`config.mk`:
```
export PLATFORM = sky130hd
export DESIGN_NAME = cp0_top
export DESIGN_NICKNAME = d
export VERILOG_FILES = /design/src/design/cp0_pkg.sv /design/src/design/cp0_wb_if.sv /design/src/design/cp0_wb_arbiter.sv /design/src/design/cp0_reg_decoder.sv /design/src/design/cp0_status.sv /design/src/design/cp0_timer.sv /design/src/design/cp0_top.sv
export SDC_FILE = /design/constraint.sdc
export NUM_CORES = 1
export LEC_CHECK = 0
export BUFFER_PORTS_ARGS = -buffer_cell sky130_fd_sc_hd__buf_2
export CAP_MARGIN = 20
export CORE_UTILIZATION = 39
export CTS_BUF_LIST = sky130_fd_sc_hd__clkbuf_2 sky130_fd_sc_hd__clkbuf_4 sky130_fd_sc_hd__clkbuf_8
export CTS_CLUSTER_SIZE = 16
export DETAILED_ROUTE_END_ITERATION = 10
export GPL_ROUTABILITY_DRIVEN = 0
export REMOVE_ABC_BUFFERS = 1
export SYNTH_ARGS = -nofsm -noshare
export SYNTH_HDL_FRONTEND = slang
export SYNTH_SLANG_ARGS = --single-unit
```
`constraint.sdc`:
```
create_clock -name clk -period 4.12 [get_ports clk]
set_input_delay 0.824 -clock clk [delete_from_list [all_inputs] [get_ports clk]]
set_output_delay 0.824 -clock clk [all_outputs]
set_load 0.01 [all_outputs]
```
`src/design/cp0_pkg.sv`:
```
`default_nettype none

package cp0_pkg;

	// bus widths
	localparam int data_width = 32;
	localparam int addr_width = 5;

	// coprocessor register numbers
	localparam logic [addr_width-1:0] reg_count   = 5'd9;
	localparam logic [addr_width-1:0] reg_compare = 5'd11;
	localparam logic [addr_width-1:0] reg_status  = 5'd12;
	localparam logic [addr_width-1:0] reg_cause   = 5'd13;
	localparam logic [addr_width-1:0] reg_epc     = 5'd14;
	localparam logic [addr_width-1:0] reg_prid    = 5'd15;

	// exception codes, any nonzero exc input is an exception
	localparam logic [4:0] exc_none = 5'd0;
	localparam logic [4:0] exc_int  = 5'd0; // interrupt.

	// status fields
	localparam int sr_ie    = 0;  // global interrupt enable.
	localparam int sr_exl   = 1;  // exception level.
	localparam int sr_im_lo = 10;
	localparam int sr_im_hi = 15; // hardware interrupt mask.

	// cause fields
	localparam int cause_exc_lo = 2;
	localparam int cause_exc_hi = 6;
	localparam int cause_ip_lo  = 10;
	localparam int cause_ip_hi  = 15; // pending hardware interrupts.
	localparam int cause_bd     = 31; // taken in a branch delay slot.

	// processor id reported on reads of prid
	localparam logic [data_width-1:0] prid_default = 32'h0000_0220;

endpackage

`default_nettype wire

```
`src/design/cp0_wb_if.sv`:
```
`timescale 1ns/1ps
`default_nettype none

interface cp0_wb_if;
	import cp0_pkg::*;

	logic                  cyc;
	logic                  stb;
	logic                  we;
	logic [addr_width-1:0] adr;
	logic [data_width-1:0] dat_w; // master to slave.
	logic [data_width-1:0] dat_r; // slave to master.
	logic                  ack;

	modport master (
		output cyc, stb, we, adr, dat_w,
		input  dat_r, ack
	);

	modport slave (
		input  cyc, stb, we, adr, dat_w,
		output dat_r, ack
	);

endinterface

`default_nettype wire

```
`src/design/cp0_wb_arbiter.sv`:
```
`timescale 1ns/1ps
`default_nettype none

module cp0_wb_arbiter (
	input logic clk,
	input logic rst,
	cp0_wb_if.slave  core_s,
	cp0_wb_if.slave  debug_s,
	cp0_wb_if.master bus_m
);
	import cp0_pkg::*;

	logic busy_q;  // a master owns the bus.
	logic owner_q; // 0 core, 1 debug.
	logic sel_dbg;
	logic req_cyc;

	// while idle the core wins, otherwise the owner keeps the bus
	always_comb begin
		if (busy_q) begin
			sel_dbg = owner_q;
		end else begin
			sel_dbg = ~core_s.cyc;
		end
	end

	assign req_cyc = sel_dbg ? debug_s.cyc : core_s.cyc;

	always_ff @(posedge clk) begin
		if (rst) begin
			busy_q  <= 1'b0;
			owner_q <= 1'b0;
		end else if (!busy_q) begin
			if (core_s.cyc || debug_s.cyc) begin
				busy_q  <= 1'b1;
				owner_q <= sel_dbg; // lock the grant.
			end
		end else if (!req_cyc) begin
			busy_q <= 1'b0; // owner dropped cyc.
		end
	end

	// forward the selected request
	assign bus_m.cyc   = req_cyc;
	assign bus_m.stb   = sel_dbg ? debug_s.stb : core_s.stb;
	assign bus_m.we    = sel_dbg ? debug_s.we : core_s.we;
	assign bus_m.adr   = sel_dbg ? debug_s.adr : core_s.adr;
	assign bus_m.dat_w = sel_dbg ? debug_s.dat_w : core_s.dat_w;

	// only the owner sees the response
	assign core_s.ack    = bus_m.ack & ~sel_dbg;
	assign debug_s.ack   = bus_m.ack & sel_dbg;
	assign core_s.dat_r  = sel_dbg ? '0 : bus_m.dat_r;
	assign debug_s.dat_r = sel_dbg ? bus_m.dat_r : '0;

endmodule

`default_nettype wire

```
`src/design/cp0_reg_decoder.sv`:
```
`timescale 1ns/1ps
`default_nettype none

module cp0_reg_decoder (
	input logic clk,
	input logic rst,
	cp0_wb_if.slave  bus_s,
	cp0_wb_if.master status_m,
	cp0_wb_if.master timer_m
);
	import cp0_pkg::*;

	logic sel_status;
	logic sel_timer;
	logic sel_none;
	logic none_ack_q; // ack for unmapped registers.

	always_comb begin
		sel_status = (bus_s.adr == reg_status) || (bus_s.adr == reg_cause) ||
			(bus_s.adr == reg_epc) || (bus_s.adr == reg_prid);
		sel_timer  = (bus_s.adr == reg_count) || (bus_s.adr == reg_compare);
		sel_none   = ~sel_status & ~sel_timer;
	end

	assign status_m.cyc   = bus_s.cyc & sel_status;
	assign status_m.stb   = bus_s.stb & sel_status;
	assign status_m.we    = bus_s.we;
	assign status_m.adr   = bus_s.adr;
	assign status_m.dat_w = bus_s.dat_w;

	assign timer_m.cyc   = bus_s.cyc & sel_timer;
	assign timer_m.stb   = bus_s.stb & sel_timer;
	assign timer_m.we    = bus_s.we;
	assign timer_m.adr   = bus_s.adr;
	assign timer_m.dat_w = bus_s.dat_w;

	// same one cycle latency as the real slaves
	always_ff @(posedge clk) begin
		if (rst) begin
			none_ack_q <= 1'b0;
		end else begin
			none_ack_q <= bus_s.cyc & bus_s.stb & sel_none & ~none_ack_q;
		end
	end

	assign bus_s.ack   = status_m.ack | timer_m.ack | none_ack_q;
	assign bus_s.dat_r = status_m.ack ? status_m.dat_r :
		timer_m.ack ? timer_m.dat_r : '0; // unmapped reads zero.

endmodule

`default_nettype wire

```
`src/design/cp0_status.sv`:
```
`timescale 1ns/1ps
`default_nettype none

module cp0_status #(
	parameter logic [cp0_pkg::data_width-1:0] prid_value = cp0_pkg::prid_default
) (
	input  logic                             clk,
	input  logic                             rst,
	cp0_wb_if.slave                          bus_s,
	input  logic [4:0]                       exc_i,
	input  logic [cp0_pkg::data_width-1:0]   curr_pc_i,
	input  logic                             in_bds_i,
	input  logic                             exit_isr_i,
	input  logic [5:0]                       hwirq_i,
	input  logic                             timer_irq_i,
	output logic [cp0_pkg::data_width-1:0]   epc_o,
	output logic                             have2handle_o
);
	import cp0_pkg::*;

	localparam int im_bits = sr_im_hi - sr_im_lo + 1;
	localparam int ip_bits = cause_ip_hi - cause_ip_lo + 1;
	localparam int ec_bits = cause_exc_hi - cause_exc_lo + 1;

	// status fields
	logic [im_bits-1:0] im_q;
	logic               exl_q;
	logic               ie_q;

	// cause fields
	logic [ec_bits-1:0] exc_code_q;
	logic [ip_bits-1:0] ip_q;
	logic               bd_q;

	logic [data_width-1:0] epc_q;
	logic [data_width-1:0] dat_r_q;
	logic                  ack_q;

	logic [ip_bits-1:0]    hwirq_m;
	logic                  have_irq;
	logic                  have_exc;
	logic                  acc;
	logic                  wr;
	logic [data_width-1:0] status_word;
	logic [data_width-1:0] cause_word;
	logic [data_width-1:0] rd_word;

	// timer rides on line 5
	assign hwirq_m = hwirq_i | {timer_irq_i, 5'b0};

	assign have_irq = (|(hwirq_m & im_q)) & ie_q & ~exl_q;
	assign have_exc = (exc_i != exc_none) & ~exl_q;
	assign have2handle_o = have_irq | have_exc;

	assign acc = bus_s.cyc & bus_s.stb & ~ack_q; // first stb cycle.
	assign wr  = acc & bus_s.we;

	always_comb begin
		status_word = '0;
		status_word[sr_im_hi:sr_im_lo] = im_q;
		status_word[sr_exl] = exl_q;
		status_word[sr_ie] = ie_q;

		cause_word = '0;
		cause_word[cause_exc_hi:cause_exc_lo] = exc_code_q;
		cause_word[cause_ip_hi:cause_ip_lo] = ip_q;
		cause_word[cause_bd] = bd_q;

		case (bus_s.adr)
			reg_status: rd_word = status_word;
			reg_cause:  rd_word = cause_word;
			reg_epc:    rd_word = epc_q;
			reg_prid:   rd_word = prid_value;
			default:    rd_word = '0;
		endcase
	end

	always_ff @(posedge clk) begin
		if (rst) begin
			im_q       <= '0;
			exl_q      <= 1'b0;
			ie_q       <= 1'b0;
			exc_code_q <= '0;
			ip_q       <= '0;
			bd_q       <= 1'b0;
			epc_q      <= '0;
		end else begin
			if (have2handle_o) begin
				exl_q <= 1'b1;
				bd_q  <= in_bds_i;
				epc_q <= in_bds_i ? curr_pc_i - 32'd4 : curr_pc_i; // point at the branch.
				exc_code_q <= have_irq ? exc_int : exc_i; // interrupt wins.
			end else if (wr) begin
				case (bus_s.adr)
					reg_status: begin
						im_q  <= bus_s.dat_w[sr_im_hi:sr_im_lo];
						exl_q <= bus_s.dat_w[sr_exl];
						ie_q  <= bus_s.dat_w[sr_ie];
					end
					reg_epc: epc_q <= bus_s.dat_w;
					default: ; // cause and prid are read only.
				endcase
			end else if (exit_isr_i) begin
				exl_q <= 1'b0;
			end
			ip_q <= hwirq_m; // sampled every cycle.
		end
	end

	always_ff @(posedge clk) begin
		if (rst) begin
			ack_q <= 1'b0;
		end else begin
			ack_q <= acc;
		end
	end

	always_ff @(posedge clk) begin
		if (acc) begin
			dat_r_q <= rd_word;
		end
	end

	assign bus_s.ack   = ack_q;
	assign bus_s.dat_r = dat_r_q;
	assign epc_o       = epc_q;

endmodule

`default_nettype wire

```
`src/design/cp0_timer.sv`:
```
`timescale 1ns/1ps
`default_nettype none

module cp0_timer (
	input  logic clk,
	input  logic rst,
	cp0_wb_if.slave bus_s,
	output logic timer_irq_o
);
	import cp0_pkg::*;

	logic [data_width-1:0] count_q;
	logic [data_width-1:0] compare_q;
	logic                  pending_q;
	logic                  ack_q;
	logic [data_width-1:0] dat_r_q;
	logic                  acc;
	logic                  wr_count;
	logic                  wr_compare;

	assign acc        = bus_s.cyc & bus_s.stb & ~ack_q;
	assign wr_count   = acc & bus_s.we & (bus_s.adr == reg_count);
	assign wr_compare = acc & bus_s.we & (bus_s.adr == reg_compare);

	always_ff @(posedge clk) begin
		if (rst) begin
			count_q   <= '0;
			compare_q <= '0;
			pending_q <= 1'b0;
		end else begin
			if (wr_count) begin
				count_q <= bus_s.dat_w;
			end else begin
				count_q <= count_q + 1; // free running.
			end

			if (wr_compare) begin
				compare_q <= bus_s.dat_w;
				pending_q <= 1'b0; // writing compare acknowledges the tick.
			end else if ((compare_q != '0) && (count_q == compare_q)) begin
				pending_q <= 1'b1;
			end
		end
	end

	always_ff @(posedge clk) begin
		if (rst) begin
			ack_q <= 1'b0;
		end else begin
			ack_q <= acc;
		end
	end

	always_ff @(posedge clk) begin
		if (acc) begin
			dat_r_q <= (bus_s.adr == reg_compare) ? compare_q : count_q;
		end
	end

	assign bus_s.ack   = ack_q;
	assign bus_s.dat_r = dat_r_q;
	assign timer_irq_o = pending_q;

endmodule

`default_nettype wire

```
`src/design/cp0_top.sv`:
```
`timescale 1ns/1ps
`default_nettype none

module cp0_top #(
	parameter logic [cp0_pkg::data_width-1:0] prid_value = cp0_pkg::prid_default
) (
	input  logic                             clk,
	input  logic                             rst,
	input  logic                             core_cyc_i,
	input  logic                             core_stb_i,
	input  logic                             core_we_i,
	input  logic [cp0_pkg::addr_width-1:0]   core_adr_i,
	input  logic [cp0_pkg::data_width-1:0]   core_dat_i,
	output logic [cp0_pkg::data_width-1:0]   core_dat_o,
	output logic                             core_ack_o,
	input  logic                             dbg_cyc_i,
	input  logic                             dbg_stb_i,
	input  logic                             dbg_we_i,
	input  logic [cp0_pkg::addr_width-1:0]   dbg_adr_i,
	input  logic [cp0_pkg::data_width-1:0]   dbg_dat_i,
	output logic [cp0_pkg::data_width-1:0]   dbg_dat_o,
	output logic                             dbg_ack_o,
	input  logic [4:0]                       exc_i,
	input  logic [cp0_pkg::data_width-1:0]   curr_pc_i,
	input  logic                             in_bds_i,
	input  logic                             exit_isr_i,
	input  logic [5:0]                       hwirq_i,
	output logic [cp0_pkg::data_width-1:0]   epc_o,
	output logic                             have2handle_o
);

	cp0_wb_if core_bus ();
	cp0_wb_if dbg_bus ();
	cp0_wb_if shared_bus (); // after arbitration.
	cp0_wb_if status_bus ();
	cp0_wb_if timer_bus ();

	logic timer_irq;

	assign core_bus.cyc   = core_cyc_i;
	assign core_bus.stb   = core_stb_i;
	assign core_bus.we    = core_we_i;
	assign core_bus.adr   = core_adr_i;
	assign core_bus.dat_w = core_dat_i;
	assign core_dat_o     = core_bus.dat_r;
	assign core_ack_o     = core_bus.ack;

	assign dbg_bus.cyc   = dbg_cyc_i;
	assign dbg_bus.stb   = dbg_stb_i;
	assign dbg_bus.we    = dbg_we_i;
	assign dbg_bus.adr   = dbg_adr_i;
	assign dbg_bus.dat_w = dbg_dat_i;
	assign dbg_dat_o     = dbg_bus.dat_r;
	assign dbg_ack_o     = dbg_bus.ack;

	cp0_wb_arbiter u_arbiter (
		.clk     (clk),
		.rst     (rst),
		.core_s  (core_bus.slave),
		.debug_s (dbg_bus.slave),
		.bus_m   (shared_bus.master)
	);

	cp0_reg_decoder u_decoder (
		.clk      (clk),
		.rst      (rst),
		.bus_s    (shared_bus.slave),
		.status_m (status_bus.master),
		.timer_m  (timer_bus.master)
	);

	cp0_status #(
		.prid_value (prid_value)
	) u_status (
		.clk           (clk),
		.rst           (rst),
		.bus_s         (status_bus.slave),
		.exc_i         (exc_i),
		.curr_pc_i     (curr_pc_i),
		.in_bds_i      (in_bds_i),
		.exit_isr_i    (exit_isr_i),
		.hwirq_i       (hwirq_i),
		.timer_irq_i   (timer_irq),
		.epc_o         (epc_o),
		.have2handle_o (have2handle_o)
	);

	cp0_timer u_timer (
		.clk         (clk),
		.rst         (rst),
		.bus_s       (timer_bus.slave),
		.timer_irq_o (timer_irq)
	);

endmodule

`default_nettype wire

```
# Word level (Yosys, flattened, before mapping)
# Cells that the tools add are included.
totals:
  wordCells: 105
  input_bits: 127
  regBits: 186
  output_inout_bits: 99
classes:
  mux: 25
  reduce_logical: 17
  eq_ne: 8
  n_addsub: 2
  n_bitwise: 36
ops:
  columns: ["op", "n"]
  rows:
  - ["$mux 32", 11]
  - ["$pmux 32 s4", 1]
  - ["$add 32x1->32 const B", 1]
  - ["$eq 32x32->1", 1]
  - ["$reduce_bool 32->1", 1]
  - ["$sub 32x3->32 const B", 1]
  - ["$eq 5x4->1 const B", 6]
  - ["$and 1x1->1", 21]
  - ["$mux 1", 11]
  - ["$mux 5", 2]
  - ["$not 1->1", 10]
  - ["$and 6x6->6", 1]
  - ["$or 6x6->6", 1]
  - ["$reduce_and 2->1", 3]
  - ["$reduce_or 6->1", 1]
  - ["$logic_or 1x1->1", 5]
  - ["$reduce_bool 5->1", 1]
  - ["$reduce_bool 2->1", 2]
  - ["$ne 3x3->1 const B", 1]
  - ["$or 1x1->1", 3]
  - ["$reduce_and 3->1", 1]
  - ["$reduce_bool 3->1", 1]
  - ["$reduce_or 2->1", 1]
  - ["$logic_and 1x1->1", 1]

# Longest topological paths before layout
logic_depth:
  ltp_word: 13
  depth_mapped: 9
  mapped_depth_nobuf: 8

# Modules after synthesis
# From an unflattened synthesis, not the netlist that was laid out.
unflattened:
  cells_unflattened: 1217
  area_unflattened_um2: 11462.2
by_module_without_submodules:
  columns: ["mod", "cells_each", "area_per_inst_um2", "n_inst", "seq_area_each_um2"]
  rows:
  - ["cp0_timer", 475, 4690.7, 1, 2282.2]
  - ["cp0_status", 481, 4588.2, 1, 2021.9]
  - ["cp0_wb_arbiter", 130, 1171.1, 1, 40.0]
  - ["cp0_reg_decoder", 131, 1012.2, 1, 20.0]

# Worst setup path before layout
# OpenSTA, ideal clock, no wires.
synth_path:
  kind: "input to register"
  from: "input port core_cyc_i"
  to: "register u_timer.dat_r_q[0] (netlist: u_timer.bus_s.dat_r[0]) (enable)"
  cell_stages: 4
  setup_ns: 0.421
  arrival_time_ns: 2.839
  required_time_ns: 3.699
  n_path_buf: 0
  setup_slack_ns: 0.860
  cell_sequence: "nor2_1 > o21ai_0 > a22o_1 > nor2_1"
synth_via:
  elab_chain_cells: 8
  elab_cells_between_ends: 12
  classes_between: "eq/ne: 2; mux: 4; bitwise: 5; reduce/logical: 1"
synth_lines:
  columns: ["item", "line_no", "rtl"]
  rows:
  - ["start: declaration", "cp0_top.sv:9", "input logic core_cyc_i,"]
  - ["$not 1->1", "cp0_wb_arbiter.sv:23", "sel_dbg = ~core_s.cyc;"]
  - ["$mux 1", "cp0_wb_arbiter.sv:20", "if (busy_q) begin"]
  - ["$mux 5", "cp0_wb_arbiter.sv:47", "assign bus_m.adr = sel_dbg ? debug_s.adr : core_s.adr;"]
  - ["$eq 5x4->1", "cp0_reg_decoder.sv:21", "sel_timer = (bus_s.adr == reg_count) || (bus_s.adr == reg_compare);"]
  - ["$logic_or 1x1->1", "cp0_reg_decoder.sv:21", null]
  - ["$and 1x1->1, on equally long branches", "cp0_reg_decoder.sv:31, cp0_reg_decoder.sv:32", null]
  - ["$and 1x1->1 (*) (2 in series)", "cp0_timer.sv:21", "assign acc = bus_s.cyc & bus_s.stb & ~ack_q;"]
  - ["named net u_timer.acc", "cp0_timer.sv:17", "logic acc;"]
  - ["end signal: assignment", "cp0_timer.sv:56", "dat_r_q <= (bus_s.adr == reg_compare) ? compare_q : count_q;"]
  - ["end: declaration", "cp0_timer.sv:16", "logic [data_width-1:0] dat_r_q;"]
# Mark *: on every way through the listed nets, which the timed path passes. The rest lies on a longest branch.
# A chain may end at the register's enable or synchronous reset.

# Final worst setup path
layout_path:
  from: "register u_timer.ack_q (netlist: u_timer.bus_s.ack)"
  to: "output port core_dat_o[14] (netlist bit)"
layout_via:
  elab_chain_cells: 3
layout_lines:
  columns: ["item", "line_no", "rtl"]
  rows:
  - ["start: declaration", "cp0_timer.sv:15", "logic ack_q;"]
  - ["start signal: assignment", "cp0_timer.sv:48", "ack_q <= 1'b0;"]
  - ["start signal: assignment", "cp0_timer.sv:50", "ack_q <= acc;"]
  - ["$mux 32", "cp0_reg_decoder.sv:48", "timer_m.ack ? timer_m.dat_r : '0;"]
  - ["$mux 32", "cp0_reg_decoder.sv:47", "assign bus_s.dat_r = status_m.ack ? status_m.dat_r :"]
  - ["$mux 32", "cp0_wb_arbiter.sv:53", "assign core_s.dat_r = sel_dbg ? '0 : bus_m.dat_r;"]
  - ["end: declaration", "cp0_top.sv:14", "output logic [cp0_pkg::data_width-1:0] core_dat_o,"]
# Every way passes these cells.

==> flow_metrics.tcl <==
set metrics [dict create \
    status "complete, no violations" \
    clk_latency_ns 0.48 \
    overflow 0 \
    peakVddDrop_mv 0.224 \
    grt_util_all_layers_pct 24.6 \
    cp_slowest_cell "nor2b_4" \
    drt_wl_total_microns 32000 \
    r2r-end "u_timer.count_q[10]" \
    async_flop_share_pct 0 \
    boundaryPins 226 \
    synth_edf_count 64 \
    port_buffers 225 \
    core_sq_um 24500 \
    die_x_microns 161 \
    worstPathRequired_ns 3.30 \
    power_frac_seq_pct 53.7 \
    critPathCaptureType "output pin" \
    startpoint_type "flop" \
    finalCritPeriodShare_pct 81.1 \
    die_h_microns 161 \
    whs_endpoint "u_status.bd_q" \
    grt_max_degree 84 \
    postCtsResizedCells 0 \
    vias 8869 \
    synth_ff_type "dfxtp_1" \
    finClkSkew_ns 0.0153 \
    ys_warn_count 0 \
    clock_path_buffers 2 \
    ys_types 62 \
    syn-cell-area_sq_um 9860 \
    synth.cells.most_frequent "nor2_1, nand2_1, dfxtp_1, edfxtp_1, xor2_1" \
    ff2ff_path_depth 7 \
    p_total_mw 3.69 \
    critPathKind "flop to output pin" \
    route.detailed.drc 0 \
    cts_sinks 186 \
    numCtsBuffers 17 \
    dieArea_sq_um 25900 \
    path_cells "nor2b_4 > a22oi_1 > nor2_1 > buf_2" \
    yosysSeqAreaShare_pct 44.3 \
    p_switching_mw 1.07 \
    p_int_mw 2.62 \
    slew_headroom_pct 28.5 \
    max_freq_mhz 299 \
    r2r_start "u_arbiter.busy_q" \
    ant_nets 0 \
    dp_hpwl_microns 23200 \
    postSynthAreaPerCell_sq_um 9.00 \
    syn_inst 1095 \
    post-place-ws_ns 0.755 \
    num-nets-final 1419 \
    arrival_ns 2.52 \
    place_area_sq_um 11400 \
    synth_top_area_share_pct 24.8 \
    antenna_found_initial 3 \
    fin_area_sq_um 11700 \
    first_pass_iters 5 \
    critPathMaxStageDelay_ns 0.84 \
    finalSetupViolations 0 \
    cp_max_fo 31 \
    comb_power_share_pct 13.6 \
    clock_power_share_pct 32.6 \
    drt_iter0_markers 690 \
    tightest_slew_ns 1.07 \
    fin_util_pct 47.9 \
    min-delay-start "u_status.bd_q" \
    rsz0062_at_grt "no" \
    grt_pass1_wl_microns 48400 \
    synth_seq_cells 186 \
    drive_gt1_share_pct 25.9 \
    slew_viol_final 0 \
    cts_tree "yes" \
    start_util_pct 40.2 \
    synth_top_area_cell "dfxtp_1" \
    timing.final.ws_setup_ns 0.778 \
    num-fill-cells 2410 \
    min_period_ns 3.34 \
    area_delta_synth_final_pct 19.2 \
    drv_cap 0 \
    p_sw_share_pct 29.0 \
    wl_per_cell_microns 19.6 \
    hp-class "flop to flop" \
    cts_root_buffer "clkbuf_8" \
    powerDensity_nw_per_um2 314 \
    path_clk_slew_ns 0.10 \
    hold_depth 2 \
    row_count 57 \
    via_per_inst 5.44 \
    final-hold-violation-count 0 \
    synth.area.top_cells "dfxtp_1, edfxtp_1, nor2_1" \
    yosys.cell_count.top_type "nor2_1" \
    setup_tns_ns 0 \
    grt_pass1_vias 8155 \
    htree_levels 4 \
    ctsHoldBuffers 0 \
    cts_setup_buffers 0 \
    r2r_slack_ns 1.33 \
    p_leak_nw 4.95 \
]
-- routing by layer --
layer / vias up / wire [microns] / track usage, %
met5: - / 0 / 0
met4: 0 / 548 / 6.65
met3: 44 / 1760 / 3.36
met2: 321 / 15100 / 40.1
met1: 4206 / 14600 / 34.1
li1: 4298 / - / -
-- logic make-up (layout without fill, tap and decap cells) --
family / count (synthesis) / count (layout) / share of synthesized area [%]
multiplexers: 76 / 76 / 8.25
buffers and inverters: 86 / 294 / 3.44
XOR/XNOR: 90 / 90 / 8.00
AO/OA/AOI/OAI: 196 / 196 / 13.6
flip-flops: 186 / 186 / 44.3
other: 0 / 3 / 0
adder cells (fa/ha/maj): 2 / 2 / 0.254
AND/OR/NAND/NOR: 459 / 459 / 22.2
-- layout by cell type (no fill, tap or decap), types with 12 or more instances in the layout --
master / synthesis / final
inv_1: 12 / 12
buf_2: 13 / 225
a211oi_1: 33 / 33
edfxtp_1: 64 / 64
clkbuf_8: 0 / 17
xnor2_1: 30 / 30
mux2_2: 38 / 38
nand3_1: 16 / 16
nor2_1: 155 / 153
xor2_1: 60 / 60
nor3_1: 14 / 14
o22ai_1: 15 / 15
a22oi_1: 41 / 41
nand2_1: 148 / 147
nor4_1: 22 / 22
and2_1: 30 / 30
mux2i_1: 36 / 36
nand4_1: 18 / 18
o21ai_0: 25 / 25
buf_4: 0 / 21
dfxtp_1: 122 / 122
a21oi_1: 37 / 37
-- critical path, delay by kind of cell (launching register included) --
kind | cells | cell delay [ns]
buffers and inverters | 1 | 0.14
DFF | 1 | 0.52
and+or+nand+nor | 2 | 1.01
AOI/OAI and AO/OA | 1 | 0.36
-- sequential cells by signal (all words and copies together), names as in the netlist, 5 cells and up --
name	cells
u_timer.compare_q	32
u_status.im_q	6
u_status.epc_o	32
u_status.exc_code_q	5
u_timer.count_q	32
u_status.bus_s.dat_r	32
u_status.ip_q	6
u_timer.bus_s.dat_r	32
-- power groups by stage --
| stage | logic, mW | clock network, mW | registers, mW |
|---|---|---|---|
| final | 0.502 | 1.20 | 1.98 |
| after global placement | 0.496 | 0 | 2.02 |
| after global routing | 0.547 | 1.29 | 1.99 |
| after detailed placement | 0.500 | 0 | 2.02 |
| after CTS | 0.503 | 1.22 | 1.98 |
| after floorplan | 0.246 | 0 | 2.02 |
-- how the worst max path moves through the flow --
stage                            startpoint                    end  cells past startpoint
after floorplan                  core_cyc_i  u_timer.compare_q[12]                      5
after global placement           core_cyc_i    u_timer.count_q[11]                      8
after detailed placement         core_cyc_i    u_timer.count_q[11]                      8
after CTS                 u_timer.bus_s.ack         core_dat_o[14]                      4
after global routing      u_timer.bus_s.ack         core_dat_o[14]                      4
final                     u_timer.bus_s.ack         core_dat_o[14]                      4
-- stage by stage --
step	hold slack, ns	std cells
global placement	0.440	1595
CTS	0.459	1627
global route	0.485	1628
finish	0.462	1630
detailed placement	0.444	1595
floorplan	0.426	1021
-- cell type report --
cell class / instances / area, sq um / area share [%]
Sequential cell: 186 / 4360 / 37.1
Tap cell: 324 / 405 / 3.45
Antenna cell: 3 / 7.51 / 0.0639
Inverter: 12 / 45.0 / 0.383
Clock buffer: 17 / 234 / 1.99
Multi-Input combinational cell: 823 / 5190 / 44.2
Clock inverter: 15 / 140 / 1.19
Timing Repair Buffer: 250 / 1360 / 11.6
No activity file was read; power rests on OpenSTA's default activity.
